<file path="src/game_defs.svh">
//////////////////////////////////////////////////////////////////////
// Game frame constants
// Raster geometry, blanking and sync windows, ROM slot layout and
// the byte address where PROM data starts in the download stream
//////////////////////////////////////////////////////////////////////

`ifndef GAME_DEFS_SVH
`define GAME_DEFS_SVH

// Raster size, counted in 6 MHz pixels and lines
`define H_TOTAL      384
`define V_TOTAL      262

`define H_VIS_END    256   // First blanked column
`define V_VIS_START  16
`define V_VIS_END    240

// Sync windows
`define HS_START     304
`define HS_END       336
`define VS_START     248
`define VS_END       252

// ROM slots sharing the SDRAM read port
`define ROM_SLOTS    4
`define SLOT0_OFFSET 22'h00_0000   // Word offsets
`define SLOT1_OFFSET 22'h00_0400
`define SLOT2_OFFSET 22'h00_0800
`define SLOT3_OFFSET 22'h00_0C00

`define PROM_START   25'h000_2000  // Byte address, start of PROMs

`endif

</file>
<file path="src/game_pkg.sv">
//////////////////////////////////////////////////////////////////////
// Game frame types
// Vector widths, ROM slot request/response structs, the download
// write struct and the slot arbiter states
//////////////////////////////////////////////////////////////////////

package game_pkg;

    typedef logic [8:0]  raster_t;       // H or V count
    typedef logic [21:0] sdram_addr_t;   // 16-bit word address
    typedef logic [15:0] sdram_data_t;
    typedef logic [24:0] ioctl_addr_t;   // Byte address of download
    typedef logic [7:0]  byte_t;

    // One ROM slot request from a game block
    typedef struct packed {
        logic        cs;
        sdram_addr_t addr;
    } rom_req_t;

    // Slot answer, data valid while ok is high
    typedef struct packed {
        logic        ok;
        sdram_data_t data;
    } rom_rsp_t;

    // SDRAM write built from the download stream
    typedef struct packed {
        sdram_addr_t addr;
        byte_t       data;
        logic [1:0]  mask;   // Active low, bit 0 is the low byte lane
    } prog_wr_t;

    // Slot arbiter FSM
    typedef enum logic [1:0] {
        idle      = 2'd0,
        request   = 2'd1,
        wait_data = 2'd2
    } arb_state_t;

endpackage

</file>
<file path="src/cen_gen.sv">
//////////////////////////////////////////////////////////////////////
// Clock enable generator
// Divides the 48 MHz system clock into 12, 6 and 3 MHz enable pulses
//////////////////////////////////////////////////////////////////////

`timescale 1ns/100ps

module cen_gen (
    input  logic clk,
    input  logic rst,
    output logic cen12,
    output logic cen6,
    output logic cen3
);

    logic [3:0] div;

    // Free-running divider
    always_ff @(posedge clk) begin
        if (rst) begin
            div <= '0;
        end else begin
            div <= div + 4'd1;
        end
    end

    // One cycle per all-ones state of the low bits
    assign cen12 = &div[1:0];   // Every 4 cycles
    assign cen6  = &div[2:0];   // Every 8 cycles
    assign cen3  = &div;        // Every 16 cycles

    // Slower enables must land on a faster one
    a_cen_nested: assert property (
        @(posedge clk) disable iff (rst)
        cen3 |-> (cen6 && cen12)
    );

endmodule

</file>
<file path="src/game_top.sv">
//////////////////////////////////////////////////////////////////////
// Arcade game frame top level
// Clock enables, raster timing, ROM download and ROM slot sharing
// around the game specific CPU and video blocks
//////////////////////////////////////////////////////////////////////

`timescale 1ns/100ps
`include "game_defs.svh"

module game_top import game_pkg::*; (
    input  logic        clk,
    input  logic        rst,
    // ROM slots
    input  rom_req_t    slot_req [`ROM_SLOTS],
    output rom_rsp_t    slot_rsp [`ROM_SLOTS],
    // SDRAM read port
    output logic        sdram_req,
    output sdram_addr_t sdram_addr,
    input  logic        sdram_ack,
    input  logic        data_rdy,
    input  sdram_data_t data_read,
    // ROM download
    input  logic        downloading,
    input  ioctl_addr_t ioctl_addr,
    input  byte_t       ioctl_dout,
    input  logic        ioctl_wr,
    output prog_wr_t    prog,
    output logic        prog_we,
    output logic [8:0]  prom_we,
    output logic [6:0]  prom_addr,
    // Video timing
    output logic        pxl2_cen,   // 12 MHz
    output logic        pxl_cen,    // 6 MHz
    output raster_t     h,
    output raster_t     v,
    output logic        lhbl,
    output logic        lvbl,
    output logic        hs,
    output logic        vs
);

    cen_gen u_cen (
        .clk   ( clk      ),
        .rst   ( rst      ),
        .cen12 ( pxl2_cen ),
        .cen6  ( pxl_cen  ),
        .cen3  (          )   // For the game CPU
    );

    video_timer u_timer (
        .clk  ( clk     ),
        .rst  ( rst     ),
        .cen6 ( pxl_cen ),
        .h    ( h       ),
        .v    ( v       ),
        .lhbl ( lhbl    ),
        .lvbl ( lvbl    ),
        .hs   ( hs      ),
        .vs   ( vs      )
    );

    // Shares sdram_ack with the read port, no overlap while downloading
    rom_dwnld u_dwnld (
        .clk         ( clk         ),
        .rst         ( rst         ),
        .downloading ( downloading ),
        .ioctl_addr  ( ioctl_addr  ),
        .ioctl_dout  ( ioctl_dout  ),
        .ioctl_wr    ( ioctl_wr    ),
        .sdram_ack   ( sdram_ack   ),
        .prog        ( prog        ),
        .prog_we     ( prog_we     ),
        .prom_we     ( prom_we     ),
        .prom_addr   ( prom_addr   )
    );

    rom_slot_arb u_rom (
        .clk         ( clk         ),
        .rst         ( rst         ),
        .downloading ( downloading ),
        .slot_req    ( slot_req    ),
        .slot_rsp    ( slot_rsp    ),
        .sdram_req   ( sdram_req   ),
        .sdram_addr  ( sdram_addr  ),
        .sdram_ack   ( sdram_ack   ),
        .data_rdy    ( data_rdy    ),
        .data_read   ( data_read   )
    );

endmodule

</file>
<file path="src/rom_dwnld.sv">
//////////////////////////////////////////////////////////////////////
// ROM download splitter
// Bytes below the PROM boundary become masked SDRAM writes held until
// acknowledged; bytes above it pulse one of nine PROM write strobes
//////////////////////////////////////////////////////////////////////

`timescale 1ns/100ps
`include "game_defs.svh"

module rom_dwnld import game_pkg::*; (
    input  logic        clk,
    input  logic        rst,
    input  logic        downloading,
    input  ioctl_addr_t ioctl_addr,
    input  byte_t       ioctl_dout,
    input  logic        ioctl_wr,
    input  logic        sdram_ack,
    output prog_wr_t    prog,
    output logic        prog_we,
    output logic [8:0]  prom_we,
    output logic [6:0]  prom_addr
);

    logic       wr_in;
    logic       is_prom;
    logic [8:0] prom_dec;

    assign wr_in   = ioctl_wr && downloading;
    assign is_prom = ioctl_addr >= `PROM_START;

    // One-hot PROM select, codes above 8 select nothing
    always_comb begin
        for (int i = 0; i < 9; i++) begin
            prom_dec[i] = ioctl_addr[10:7] == 4'(i);
        end
    end

    // Write request level, released after the ack
    always_ff @(posedge clk) begin
        if (rst) begin
            prog_we <= 1'b0;
            prom_we <= '0;
        end else begin
            if (sdram_ack) prog_we <= 1'b0;
            if (wr_in && !is_prom) prog_we <= 1'b1;
            prom_we <= (wr_in && is_prom) ? prom_dec : 9'd0;   // Single pulse
        end
    end

    always_ff @(posedge clk) begin
        if (wr_in) begin
            prog.addr <= ioctl_addr[22:1];
            prog.data <= ioctl_dout;
            prog.mask <= ioctl_addr[0] ? 2'b01 : 2'b10;   // Odd byte -> high lane
            prom_addr <= ioctl_addr[6:0];
        end
    end

    a_mask_lane: assert property (
        @(posedge clk) disable iff (rst)
        prog_we |-> (prog.mask != 2'b11)
    );

endmodule

</file>
<file path="src/rom_slot_arb.sv">
//////////////////////////////////////////////////////////////////////
// ROM slot arbiter
// Four ROM slots with a one-word cache each; misses are served in
// fixed priority through the shared SDRAM read port
//////////////////////////////////////////////////////////////////////

`timescale 1ns/100ps
`include "game_defs.svh"

module rom_slot_arb import game_pkg::*; (
    input  logic        clk,
    input  logic        rst,
    input  logic        downloading,
    input  rom_req_t    slot_req [`ROM_SLOTS],
    output rom_rsp_t    slot_rsp [`ROM_SLOTS],
    output logic        sdram_req,
    output sdram_addr_t sdram_addr,
    input  logic        sdram_ack,
    input  logic        data_rdy,
    input  sdram_data_t data_read
);

    localparam int SLOT_W = $clog2(`ROM_SLOTS);

    localparam sdram_addr_t SLOT_OFFSET [`ROM_SLOTS] = '{
        `SLOT0_OFFSET, `SLOT1_OFFSET, `SLOT2_OFFSET, `SLOT3_OFFSET
    };

    arb_state_t            state;
    logic [`ROM_SLOTS-1:0] cache_vld;
    sdram_addr_t           cache_addr [`ROM_SLOTS];   // Slot-relative address
    sdram_data_t           cache_data [`ROM_SLOTS];
    logic [`ROM_SLOTS-1:0] hit;
    logic [`ROM_SLOTS-1:0] miss;
    logic [SLOT_W-1:0]     pick;
    logic                  any_miss;
    logic [SLOT_W-1:0]     fetch_slot;
    sdram_addr_t           fetch_addr;

    // Hit and miss per slot
    always_comb begin
        for (int i = 0; i < `ROM_SLOTS; i++) begin
            hit[i]  = cache_vld[i] && (cache_addr[i] == slot_req[i].addr);
            miss[i] = slot_req[i].cs && !hit[i];
            slot_rsp[i].ok   = slot_req[i].cs && hit[i] && !downloading;
            slot_rsp[i].data = cache_data[i];
        end
    end

    // Lowest numbered miss wins
    always_comb begin
        pick     = '0;
        any_miss = 1'b0;
        for (int i = `ROM_SLOTS - 1; i >= 0; i--) begin
            if (miss[i]) begin
                pick     = SLOT_W'(i);
                any_miss = 1'b1;
            end
        end
    end

    assign sdram_req = (state == request) && !downloading;

    always_ff @(posedge clk) begin
        if (rst) begin
            state     <= idle;
            cache_vld <= '0;
        end else if (downloading) begin
            state     <= idle;   // ROM contents are changing
            cache_vld <= '0;
        end else begin
            case (state)
                idle: begin
                    if (any_miss) state <= request;
                end
                request: begin
                    if (sdram_ack) state <= wait_data;
                end
                wait_data: begin
                    if (data_rdy) begin
                        cache_vld[fetch_slot] <= 1'b1;
                        state <= idle;
                    end
                end
                default: state <= idle;
            endcase
        end
    end

    // Fetch bookkeeping and cached words
    always_ff @(posedge clk) begin
        if (state == idle && any_miss) begin
            fetch_slot <= pick;
            fetch_addr <= slot_req[pick].addr;
            sdram_addr <= SLOT_OFFSET[pick] + slot_req[pick].addr;
        end
        if (state == wait_data && data_rdy) begin
            cache_addr[fetch_slot] <= fetch_addr;   // Address at pick time
            cache_data[fetch_slot] <= data_read;
        end
    end

    // Request held with a stable address until the controller takes it
    a_req_hold: assert property (
        @(posedge clk) disable iff (rst || downloading)
        (sdram_req && !sdram_ack) |=> (sdram_req && $stable(sdram_addr))
    );

endmodule

</file>
<file path="src/video_timer.sv">
//////////////////////////////////////////////////////////////////////
// Video raster timer
// H and V counters stepped by the pixel enable, with registered
// blanking and sync outputs decoded from the raster constants
//////////////////////////////////////////////////////////////////////

`timescale 1ns/100ps
`include "game_defs.svh"

module video_timer import game_pkg::*; (
    input  logic    clk,
    input  logic    rst,
    input  logic    cen6,
    output raster_t h,
    output raster_t v,
    output logic    lhbl,
    output logic    lvbl,
    output logic    hs,
    output logic    vs
);

    raster_t h_nxt;
    raster_t v_nxt;

    // Next raster position
    always_comb begin
        h_nxt = h + raster_t'(1);
        v_nxt = v;
        if (h == raster_t'(`H_TOTAL - 1)) begin
            h_nxt = '0;
            if (v == raster_t'(`V_TOTAL - 1)) begin
                v_nxt = '0;
            end else begin
                v_nxt = v + raster_t'(1);
            end
        end
    end

    always_ff @(posedge clk) begin
        if (rst) begin
            h    <= '0;
            v    <= '0;
            lhbl <= 1'b1;   // Column 0 is visible
            lvbl <= 1'b0;   // Line 0 is in the top border
            hs   <= 1'b0;
            vs   <= 1'b0;
        end else if (cen6) begin
            h    <= h_nxt;
            v    <= v_nxt;
            // Decoded from the next count so outputs track h and v
            lhbl <= h_nxt < raster_t'(`H_VIS_END);
            lvbl <= (v_nxt >= raster_t'(`V_VIS_START)) &&
                    (v_nxt <  raster_t'(`V_VIS_END));
            hs   <= (h_nxt >= raster_t'(`HS_START)) &&
                    (h_nxt <  raster_t'(`HS_END));
            vs   <= (v_nxt >= raster_t'(`VS_START)) &&
                    (v_nxt <  raster_t'(`VS_END));
        end
    end

    a_h_range: assert property (
        @(posedge clk) disable iff (rst)
        h < raster_t'(`H_TOTAL)
    );

endmodule
</file>
<file path="config.mk">
export PLATFORM = sky130hd
export DESIGN_NAME = game_top
export DESIGN_NICKNAME = d
export VERILOG_FILES = /design/src/game_pkg.sv /design/src/cen_gen.sv /design/src/game_top.sv /design/src/rom_dwnld.sv /design/src/rom_slot_arb.sv /design/src/video_timer.sv
export VERILOG_INCLUDE_DIRS = /design/src
export SDC_FILE = /design/constraint.sdc
export NUM_CORES = 1
export LEC_CHECK = 0
export BUFFER_PORTS_ARGS = -buffer_cell sky130_fd_sc_hd__buf_2
export CAP_MARGIN = 20
export CELL_PAD_IN_SITES_DETAIL_PLACEMENT = 1
export CELL_PAD_IN_SITES_GLOBAL_PLACEMENT = 1
export CORE_MARGIN = 2
export CORE_UTILIZATION = 39
export CTS_BUF_LIST = sky130_fd_sc_hd__clkbuf_2 sky130_fd_sc_hd__clkbuf_4 sky130_fd_sc_hd__clkbuf_8
export DETAILED_ROUTE_END_ITERATION = 16
export PLACE_DENSITY_LB_ADDON = 0.1
export SYNTH_ARGS = -nofsm -noshare
export SYNTH_HDL_FRONTEND = slang
export SYNTH_SLANG_ARGS = --single-unit
</file>
<file path="constraint.sdc">
create_clock -name clk -period 4.47 [get_ports clk]
set_input_delay 0.2235 -clock clk [delete_from_list [all_inputs] [get_ports clk]]
set_output_delay 0.2235 -clock clk [all_outputs]
set_load 0.01 [all_outputs]
</file>
# Word-level counts from Yosys, hierarchy flattened
# Memory sizes are Yosys's and may differ from the RTL's.
# Cells that the tools add are included.
# word_totals
ff_bits,127
latch_bits,0
ramBits,152
mem_bits_ro,0
input_bits,147
output_inout_bits,164
elab_cells,126
memories,2
# memory_table
name,depth,word_bits,rd,rd_clocked_by_memory_dff,wr,line,text
u_rom.cache_addr,4,22,4,0,1,rom_slot_arb.sv:31,sdram_addr_t cache_addr [`ROM_SLOTS];
u_rom.cache_data,4,16,4,0,1,rom_slot_arb.sv:32,sdram_data_t cache_data [`ROM_SLOTS];
# classes
add_sub_neg,4
mul,0
div,0
magnitude_cmp,11
n_eq_ne,19
n_shift,0
muxes,28
bitwise,3
reduce_logical,41
# ops
operator,count
$eq A22 B22 Y1,4
$mux W22,4
$bmux W23 S2,1
$bmux W22 S2,1
$mux W9,3
$logic_and A1 B1 Y1,26
$ge A25 B14 Y1 const B,1
$add A22 B22 Y22,1
$add A9 B1 Y9 const B,2
$eq A9 B9 Y1 const B,2
$lt A9 B8 Y1 const B,2
$lt A9 B9 Y1 const B,2
$eq A4 B3 Y1 const B,4
$mux W2,8
$ge A9 B5 Y1 const B,1
$ge A9 B8 Y1 const B,1
$ge A9 B9 Y1 const B,1
$mux W1,9
$eq A4 B2 Y1 const B,2
$logic_not A1 Y1,6
$pmux W2 S3,1
$reduce_and A3 Y1,2
$add A4 B1 Y4 const B,1
$eq A4 B1 Y1 const B,1
other kinds (17),20

# Longest topological paths before layout
# Gate-level depths: netlist of the first run.
# An unclocked memory read counts as a cell.
# depth
word_depth,14
ltp_mapped,15
ltp_nobuf,14

# By module
# From an unflattened synthesis of the first run, not the netlist that was laid out.
# hier_totals
cells_unflattened,808
area_unflattened_um2,11217.0
# modules_own_cells
module,n_inst,cells_each,area_per_inst_um2,seq_area_each_um2
rom_slot_arb,1,525,8185.4,5765.5
video_timer,1,193,1475.2,440.4
rom_dwnld,1,76,1398.8,1161.1
cen_gen,1,14,157.7,80.1

# Worst setup path after synthesis of the first run
# Ideal clock, no wire load.
# synth_path
kind,reg2reg
from,mem u_rom.cache_addr[1][21] in the netlist's numbering
to,"reg u_rom.fetch_addr[0], enable pin"
setup_ns,0.484
arrival_time_ns,3.942
path_slack_ns,0.044
path_stages_with_launch,7
period_less_slack_ns,4.426
cell_sequence,edfxtp_1 > xnor2_1 > nand4_1 > nor4_2 > a31oi_1 > nor2_1 > a211oi_1
# synth_rtl
item,line,text
"start, declared",rom_slot_arb.sv:31,
"end signal, assigned",rom_slot_arb.sv:94,fetch_addr <= slot_req[pick].addr;
"end, declared",rom_slot_arb.sv:38,sdram_addr_t fetch_addr;

==> results of run 1 <==
state kept, by name, indices dropped and copies added, names as in the netlist, 2 cells and up:
signal             count
u_rom.cache_addr      88
u_rom.cache_data      64
u_dwnld.prog          26
u_rom.fetch_addr      22
u_rom.sdram_addr      12
u_dwnld.prom_we        9
u_timer.h              9
u_timer.v              9
u_dwnld.prom_addr      6
u_rom.cache_vld        4
u_cen.div              3
u_rom.fetch_slot       2
u_rom.state            2
layout by cell type, fill, tap and decap left out, types with 11 or more instances in the layout:
master	netlist	final
clkbuf_4	0	17
nor4_1	11	11
a31oi_1	14	14
mux2_2	11	11
nor2_1	56	55
o21ai_0	14	14
nand4_1	29	29
inv_1	26	26
buf_4	17	17
nor3_1	22	21
buf_2	3	310
dlygate4sd3_1	0	50
xnor2_1	88	88
nand3_1	17	17
xor2_1	20	20
a21oi_1	21	21
clkbuf_8	0	48
nand2_1	51	51
dfxtp_1	41	41
edfxtp_1	220	220
critical path, stage by stage, from the launching register on:
cell      delay [ps]
edfxtp_1         380
xnor2_1          310
nand4_1          200
nor4_1           440
a21bo_2          260
a21oi_1           70
o21ai_2          200
buf_4            210
mux2_2           330
nor2_1            90
a31oi_1           70
ha_1             250
fa_1             440
and2_1           250
and4_1           230
xnor2_1          120
final timing paths:
check	from	end	slack, ps	cells after the start
worst max-delay path	u_rom.cache_addr[3][7]	u_rom.sdram_addr[18]	350	15
worst min-delay path	sdram_ack	u_rom.state[0]	30	4
worst max register to register	u_rom.cache_addr[3][7]	u_rom.sdram_addr[18]	350	15
worst min register to register	u_cen.div[0]	u_cen.div[0]	420	1
report_power, final:
group / internal (mW) / total (mW) / switching [mW]
Combinational: 0.206 / 0.477 / 0.271
Clock: 1.20 / 2.18 / 0.983
Sequential: 2.74 / 2.80 / 0.0541
layer usage:
metal | global-route usage | vias up | part of all wire
li1 | - | 3671 | -
met1 | 0.286 | 3968 | 0.40
met5 | 0 | - | 0.00089
met4 | 0.0873 | 4 | 0.029
met3 | 0.0567 | 59 | 0.070
met2 | 0.407 | 317 | 0.50
timing repair:
action / CTS / global route
endpoints found under the hold margin: 106 / 0
gates resized for setup: 0 / 0
hold buffers: 50 / 0
final cells by class:
class,instances,share of cell area
repair buffers,380,0.157
clock inverters,16,0.00772
flip-flops and latches,261,0.521
clock buffers,65,0.0552
well taps,378,0.0331
inverters,27,0.00710
multi-input cells,452,0.218
diodes,4,0.000702
through the flow:
stage                util  setup WS (ps)  power, mW
finish              0.518            347       5.45
global route        0.518           70.1       5.66
CTS                 0.517            381       5.52
detailed placement  0.466            424       3.29
global placement    0.465            458       3.27
floorplan               -           44.4       3.04
logic make-up after synthesis:
family	count (synthesis)	share of synthesized area
AO/OA/AOI/OAI	96	0.0652
XOR/XNOR	108	0.0873
adder cells (fa/ha/maj)	8	0.00993
buffers and inverters	67	0.0308
flip-flops	261	0.685
multiplexers	15	0.0151
AND/OR/NAND/NOR	225	0.106
==> results.sh, run 1 <==
export IMPL_outcome="finished, final reports clean"
export IMPL_power_leakage_nw=5.47
export IMPL_ys_types=63
export IMPL_synthFlopType="edfxtp_1"
export IMPL_worst_pin_slew_ps=821
export IMPL_synth_most_common_cell="edfxtp_1"
export IMPL_root_buffer="clkbuf_8"
export IMPL_grt_pass1_wl_mm=50.6
export IMPL_crit_arrival_ps=4420
export IMPL_synthesis_nets=935
export IMPL_initial_core_util=0.393
export IMPL_cts_tree="built"
export IMPL_slew_viol_final=0
export IMPL_coreArea_sq_mm=0.0276
export IMPL_grtUsageTotal=0.236
export IMPL_place_area_sq_mm=0.0128
export IMPL_drtIter0Drc=402
export IMPL_n_fill_cell=2926
export IMPL_synthTopCellsByCount="edfxtp_1, xnor2_1, nor2_1, nand2_1, dfxtp_1"
export IMPL_syn_inst=780
export IMPL_setup_violations_final=0
export IMPL_cts_max_level=2
export IMPL_clock_latency_ps=580
export IMPL_cap_viol_max_count=0
export IMPL_min_period_ps=4120
export IMPL_drive_gt1_frac=0.361
export IMPL_start_kind="register"
export IMPL_whs_ps=30.1
export IMPL_design_area_sq_mm=0.0143
export IMPL_clk_pin_slew_worst_paths_ps=60
export IMPL_synthArstFlopShare=0
export IMPL_pwr_density_cell_mw_per_mm2=382
export IMPL_io_pins=311
export IMPL_area_delta_synth_final_pct=31.7
export IMPL_place_hpwl_mm=25.1
export IMPL_drc=0
export IMPL_regArea_sq_mm=0.00743
export IMPL_port_buffer_count=310
export IMPL_grt_max_degree=40
export IMPL_vdd_drop_max_v=0.000214
export IMPL_viasPerCell=5.07
export IMPL_dp_cells=1447
export IMPL_fmax_mhz=243
export IMPL_rows=61
export IMPL_hp_class="primary input to register"
export IMPL_tns_ps=0
export IMPL_synth_top_cell_by_area="edfxtp_1"
export IMPL_die_h_um=171
export IMPL_post_cts_buffers=0
export IMPL_syn_area_sq_mm=0.0108
export IMPL_drtAntennaViolNets=0
export IMPL_endpoint_kind="register"
export IMPL_multi_input_area_sq_mm=0.00312
export IMPL_crit_type="register to register"
export IMPL_grt_pass1_vias=8379
export IMPL_synth_seq_cells=261
export IMPL_totalWireLength_mm=34.9
export IMPL_antenna_found_initial=6
export IMPL_numCtsBuffers=47
export IMPL_wire_per_inst_um=22.0
export IMPL_slew_headroom=0.452
export IMPL_finalCritPeriodShare=0.922
export IMPL_skew_ps=31.8
export IMPL_postSynthAreaPerCell_sq_um=13.9
export IMPL_yosys_warnings=0
export IMPL_layout_cells_non_filler=1583
export IMPL_netlist_area_leader_share=0.610
export IMPL_cp_required_ps=4760
export IMPL_yosysSeqAreaShare=0.685
export IMPL_rsz0062_at_grt="false"
export IMPL_vias=8019
export IMPL_overflow=0
export IMPL_finalHoldViolCount=0
export IMPL_dieWidth_um=171
export IMPL_cts_buffer_depth=3
export IMPL_path_max_fanout=8
export IMPL_yosys_top_cells_area="edfxtp_1, dfxtp_1, xnor2_1, nor2_1, nand2_1"
export IMPL_dr_pass1_iters=4
export IMPL_clock_sinks=261
export IMPL_design_die_area_sq_mm=0.0291
export IMPL_synth_edf_count=220
export IMPL_final_nets=1324
export IMPL_gp_congestion=0.856
No activity file was read; power rests on OpenSTA's default activity.
==> run 2: changes to the inputs <==
--- a/config.mk
+++ b/config.mk
@@ -11,8 +11,8 @@
 export CELL_PAD_IN_SITES_DETAIL_PLACEMENT = 1
 export CELL_PAD_IN_SITES_GLOBAL_PLACEMENT = 1
 export CORE_MARGIN = 2
-export CORE_UTILIZATION = 39
-export CTS_BUF_LIST = sky130_fd_sc_hd__clkbuf_2 sky130_fd_sc_hd__clkbuf_4 sky130_fd_sc_hd__clkbuf_8
+export CORE_UTILIZATION = 37
+export CTS_BUF_LIST = sky130_fd_sc_hd__clkbuf_16
 export DETAILED_ROUTE_END_ITERATION = 16
 export PLACE_DENSITY_LB_ADDON = 0.1
 export SYNTH_ARGS = -nofsm -noshare
==> run 2 against run 1 <==
Net effect: sequential power is essentially flat; hold slack improved by 27 ps; die area rose by 5.3%; critical endpoint is now u_rom.sdram_addr[20].
==> results.sh, run 2 (synthesized netlist as in run 1, its figures left out) <==
export IMPL_tns_ps=0
export IMPL_rrSetupSlack_ps=450
export IMPL_start_kind="register"
export IMPL_pwr_density_cell_mw_per_mm2=391
export IMPL_final_nets=1311
export IMPL_coreArea_sq_mm=0.0288
export IMPL_skew_ps=10.8
export IMPL_grt_pass1_vias=8137
export IMPL_cts_max_level=1
export IMPL_clock_sinks=261
export IMPL_totalWireLength_mm=34.5
export IMPL_regMostFlops="u_rom.cache_addr"
export IMPL_slew_headroom=0.351
export IMPL_die_h_um=175
export IMPL_power_leakage_nw=5.46
export IMPL_rows=62
export IMPL_initial_core_util=0.376
export IMPL_grtUsageTotal=0.222
export IMPL_port_buffer_count=310
export IMPL_final_util=0.496
export IMPL_endpoint_kind="register"
export IMPL_clock_latency_ps=550
export IMPL_antenna_found_initial=1
export IMPL_layout_common_cells="buf_2, edfxtp_1, xnor2_1"
export IMPL_finalHoldViolCount=0
export IMPL_crit_arrival_ps=4320
export IMPL_grt_pass1_wl_mm=51.0
export IMPL_vias=7805
export IMPL_hp_class="primary input to register"
export IMPL_worst_pin_slew_ps=972
export IMPL_final_common_cell="buf_2"
export IMPL_min_period_ps=4020
export IMPL_drtIter0Drc=487
export IMPL_finalCritPeriodShare=0.900
export IMPL_clk_pin_slew_worst_paths_ps=60
export IMPL_n_fill_cell=3051
export IMPL_reg2reg_depth=13
export IMPL_root_buffer="clkbuf_16"
export IMPL_min_to="u_rom.state[1]"
export IMPL_drtAntennaViolNets=0
export IMPL_antenna_cells=0
export IMPL_dieWidth_um=175
export IMPL_dr_pass1_iters=4
export IMPL_hold_depth=4
export IMPL_hold_start="data_rdy"
export IMPL_design_die_area_sq_mm=0.0307
export IMPL_overflow=0
export IMPL_path_max_fanout=13
export IMPL_reg_top3="u_rom.cache_addr x88, u_rom.cache_data x64, u_dwnld.prog x26"
export IMPL_crit_type="register to register"
export IMPL_rsz0062_at_grt="false"
export IMPL_cts_buffer_depth=3
export IMPL_viasPerCell=5.00
export IMPL_grt_max_degree=40
export IMPL_wire_per_inst_um=22.1
export IMPL_cts_tree="built"
export IMPL_gp_congestion=0.824
export IMPL_reg2reg_from="u_rom.cache_addr[0][7]"
export IMPL_vdd_drop_max_v=0.000298
export IMPL_dp_worst_setup_slack_ps=450
export IMPL_slew_viol_final=0
export IMPL_fmax_mhz=249
export IMPL_drc=0
export IMPL_io_pins=311
export IMPL_cp_required_ps=4770
export IMPL_cap_viol_max_count=0
export IMPL_outcome="finished, final reports clean"
export IMPL_numCtsBuffers=29
export IMPL_r2r_end="u_rom.sdram_addr[20]"
export IMPL_fin_ws_ps=448
export IMPL_place_hpwl_mm=24.9
export IMPL_largest_reg_flops=88
export IMPL_drive_gt1_frac=0.345
export IMPL_area_delta_synth_final_pct=31.8
export IMPL_p_total_mw=5.59
export IMPL_setup_violations_final=0
-- run 2: metrics by stage --
step	hold WS, ps	cells	cell area (sq um)
6_report	56.8	1562	14300
5_1_grt	74.9	1562	14300
4_1_cts	25.8	1562	14300
3_5_place_dp	402	1459	12900
3_3_place_gp	400	1459	12900
2_1_floorplan	300	780	10800
-- run 2: timing repair --
action / CTS / global route
hold buffers: 50 / 0
buffers inserted: 0 / 0
gates resized for setup: 0 / 0
endpoints found under the hold margin: 106 / 0
-- run 2: how the worst max path moves through the flow --
stage	startpoint	end
floorplan	u_rom.cache_addr[1][21]	u_rom.fetch_addr[0]
global placement	u_rom.cache_addr[0][7]	u_rom.sdram_addr[21]
detailed placement	u_rom.cache_addr[0][7]	u_rom.sdram_addr[21]
CTS	u_rom.cache_addr[0][7]	u_rom.sdram_addr[21]
global route	u_rom.cache_addr[0][7]	u_rom.sdram_addr[21]
finish	u_rom.cache_addr[0][7]	u_rom.sdram_addr[20]
-- run 2: where the power goes --
part           internal [mW]  switching [mW]  total (mW)
registers               2.74          0.0507        2.79
clock network           1.34           0.979        2.32
logic                  0.203           0.270       0.472
-- run 2: critical path, cell delays in order, from the launching register on --
cell and delay (ps):
edfxtp_1 380, xnor2_1 420, nand4_1 150, or4_4 590
o21a_4 300, nor3_4 270, buf_4 250, nor2_1 70
a31oi_1 200, ha_1 250, fa_1 310, and2_1 270
nand4_1 140, xnor2_1 180
-- run 2: cell type report --
class | instances | area, sq um | area share
well taps | 384 | 480 | 0.0337
clock buffers | 29 | 726 | 0.0508
inverters | 27 | 101 | 0.00710
clock inverters | 24 | 188 | 0.0131
repair buffers | 385 | 2240 | 0.157
flip-flops and latches | 261 | 7430 | 0.520
multi-input cells | 452 | 3120 | 0.218
-- run 2: layer usage --
metal	GRT usage	routed length (um)	up-vias
met5	0	11	-
met4	0.0628	980	2
met3	0.0376	2120	52
met2	0.389	17300	292
met1	0.284	14100	3826
li1	-	-	3633
==> run 3: changes to the inputs <==
--- a/config.mk
+++ b/config.mk
@@ -13,8 +13,10 @@
 export CORE_MARGIN = 2
 export CORE_UTILIZATION = 37
 export CTS_BUF_LIST = sky130_fd_sc_hd__clkbuf_16
+export CTS_CLUSTER_SIZE = 12
 export DETAILED_ROUTE_END_ITERATION = 16
-export PLACE_DENSITY_LB_ADDON = 0.1
+export GPL_TIMING_DRIVEN = 0
+export PLACE_DENSITY = 0.85
 export SYNTH_ARGS = -nofsm -noshare
 export SYNTH_HDL_FRONTEND = slang
 export SYNTH_SLANG_ARGS = --single-unit
==> run 3 against run 2 <==
Net effect: largest power group unchanged; critical path type unchanged; via count increased by 7.0%; critical path depth increased by 3; maximum frequency decreased by 8.3%.
==> results.sh, run 3 (synthesized netlist as in run 1, its figures left out) <==
export IMPL_outcome="finished, final reports clean"
export IMPL_io_pins=311
export IMPL_reg_top3="u_rom.cache_addr x88, u_rom.cache_data x64, u_dwnld.prog x26"
export IMPL_crit_arrival_ps=4690
export IMPL_pwr_density_cell_mw_per_mm2=378
export IMPL_cap_viol_max_count=0
export IMPL_numCtsBuffers=29
export IMPL_dp_worst_setup_slack_ps=-1230
export IMPL_gp_congestion=0.897
export IMPL_rrSetupSlack_ps=90
export IMPL_worst_pin_slew_ps=900
export IMPL_drive_gt1_frac=0.364
export IMPL_path_max_fanout=11
export IMPL_r2r_end="u_rom.sdram_addr[21]"
export IMPL_tns_ps=0
export IMPL_root_buffer="clkbuf_16"
export IMPL_crit_type="register to register"
export IMPL_grt_max_degree=28
export IMPL_cts_buffer_depth=3
export IMPL_final_nets=1350
export IMPL_cts_tree="built"
export IMPL_place_hpwl_mm=26.3
export IMPL_hp_class="primary input to register"
export IMPL_grtUsageTotal=0.235
export IMPL_dp_cells=1487
export IMPL_dr_pass1_iters=5
export IMPL_setup_violations_final=0
export IMPL_antenna_found_initial=8
export IMPL_crit_slowest_cell="or4_4"
export IMPL_slew_viol_final=0
export IMPL_overflow=0
export IMPL_clock_latency_ps=560
export IMPL_die_h_um=175
export IMPL_skew_ps=15.2
export IMPL_n_fill_cell=3020
export IMPL_power_leakage_nw=5.68
export IMPL_start_kind="register"
export IMPL_area_delta_synth_final_pct=36.0
export IMPL_layout_cells_non_filler=1605
export IMPL_endpoint="u_rom.sdram_addr[21]"
export IMPL_port_buffer_count=309
export IMPL_final_common_cell="buf_2"
export IMPL_endpoint_kind="register"
export IMPL_design_die_area_sq_mm=0.0307
export IMPL_cts_max_level=1
export IMPL_vias=8354
export IMPL_vdd_drop_max_v=0.000308
export IMPL_grt_pass1_wl_mm=54.3
export IMPL_hold_start="sdram_ack"
export IMPL_coreArea_sq_mm=0.0288
export IMPL_place_area_sq_mm=0.0131
export IMPL_clock_sinks=261
export IMPL_cp_depth=16
export IMPL_design_area_sq_mm=0.0147
export IMPL_layout_common_cells="buf_2, edfxtp_1, xnor2_1"
export IMPL_initial_core_util=0.376
export IMPL_final_util=0.512
export IMPL_path_cells="xnor2_1 > nand4_1 > or4_4 > o21ai_4 > o21ai_4 > buf_4 > inv_1 > buf_4 > nand2_1 > a31oi_4 > ha_1 > inv_1 > a2111oi_4 > buf_4 > nand4_1 > xnor2_1"
export IMPL_wire_per_inst_um=23.0
export IMPL_fin_ws_ps=85.1
export IMPL_largest_reg_flops=88
export IMPL_multi_input_area_sq_mm=0.00325
export IMPL_worst_path_buf_inv=5
export IMPL_critPathMaxStageDelay_ps=610
export IMPL_cpMostUsedCell="buf_4"
export IMPL_drtAntennaViolNets=0
export IMPL_fmax_mhz=228
export IMPL_finalHoldViolCount=0
export IMPL_whs_ps=46.7
export IMPL_rows=62
export IMPL_clk_pin_slew_worst_paths_ps=60
export IMPL_dieWidth_um=175
export IMPL_regArea_sq_mm=0.00743
export IMPL_regMostFlops="u_rom.cache_addr"
export IMPL_slew_headroom=0.398
export IMPL_reg2reg_from="u_rom.cache_addr[0][6]"
export IMPL_reg2reg_depth=16
export IMPL_min_period_ps=4380
export IMPL_p_total_mw=5.57
export IMPL_grt_pass1_vias=8922
export IMPL_crit_family="simple AND/OR/NAND/NOR gates"
export IMPL_cp_required_ps=4780
export IMPL_drtIter0Drc=557
export IMPL_viasPerCell=5.20
export IMPL_totalWireLength_mm=36.9
export IMPL_drc=0
export IMPL_finalCritPeriodShare=0.981
export IMPL_startpoint="u_rom.cache_addr[0][6]"
==> run 3: cell count changes in the layout (fill, tap and decap cells not counted), sizes merged <==
cell	before	now
buf	335	358
dlygate4sd3	50	51
diode	0	6
inv	31	36
bufinv	3	1
clkbuf	29	45
clkinv	14	11
clkinvlp	3	0
==> run 3: how the worst min path moves through the flow <==
stage | end | cells past startpoint
global route | u_rom.state[1] | 3
CTS | u_rom.state[0] | 4
finish | u_rom.state[0] | 4
detailed placement | u_dwnld.prom_addr[4] | 1
global placement | u_dwnld.prom_addr[5] | 1
floorplan | u_dwnld.prom_we[0] | 1
==> run 3: cell type report <==
cell class,instances,area share
Antenna cell,6,0.00102
Buffer,39,0.0163
Clock buffer,30,0.0509
Clock inverter,21,0.00908
Inverter,27,0.00688
Multi-Input combinational cell,452,0.221
Sequential cell,261,0.504
Tap cell,384,0.0326
Timing Repair Buffer,385,0.159
==> run 3: routing by layer <==
| metal | GRT usage | share of wire |
|---|---|---|
| met5 | 0 | 0.00022 |
| met4 | 0.102 | 0.040 |
| met3 | 0.0564 | 0.078 |
| met2 | 0.399 | 0.49 |
| met1 | 0.285 | 0.39 |
==> run 3: worst min-delay path: stages <==
cell and delay, ps:
buf_2 130, nand2_1 70, o21ai_0 80, nor4_1 50
==> run 3: timing repair <==
item / 4_1_cts / 5_1_grt
endpoints found under the hold margin: 108 / 0
endpoints found under the setup margin: 11 / 9
pin swaps: 5 / 3
hold buffers: 51 / 0
buffers inserted: 6 / 5
resized for setup: 19 / 14
==> run 3: power by group <==
| group | switching, mW | total, mW | internal [mW] |
|---|---|---|---|
| sequential | 0.0536 | 2.79 | 2.74 |
| combinational | 0.289 | 0.519 | 0.229 |
| clock | 0.983 | 2.25 | 1.27 |
| total | 1.33 | 5.57 | 4.24 |
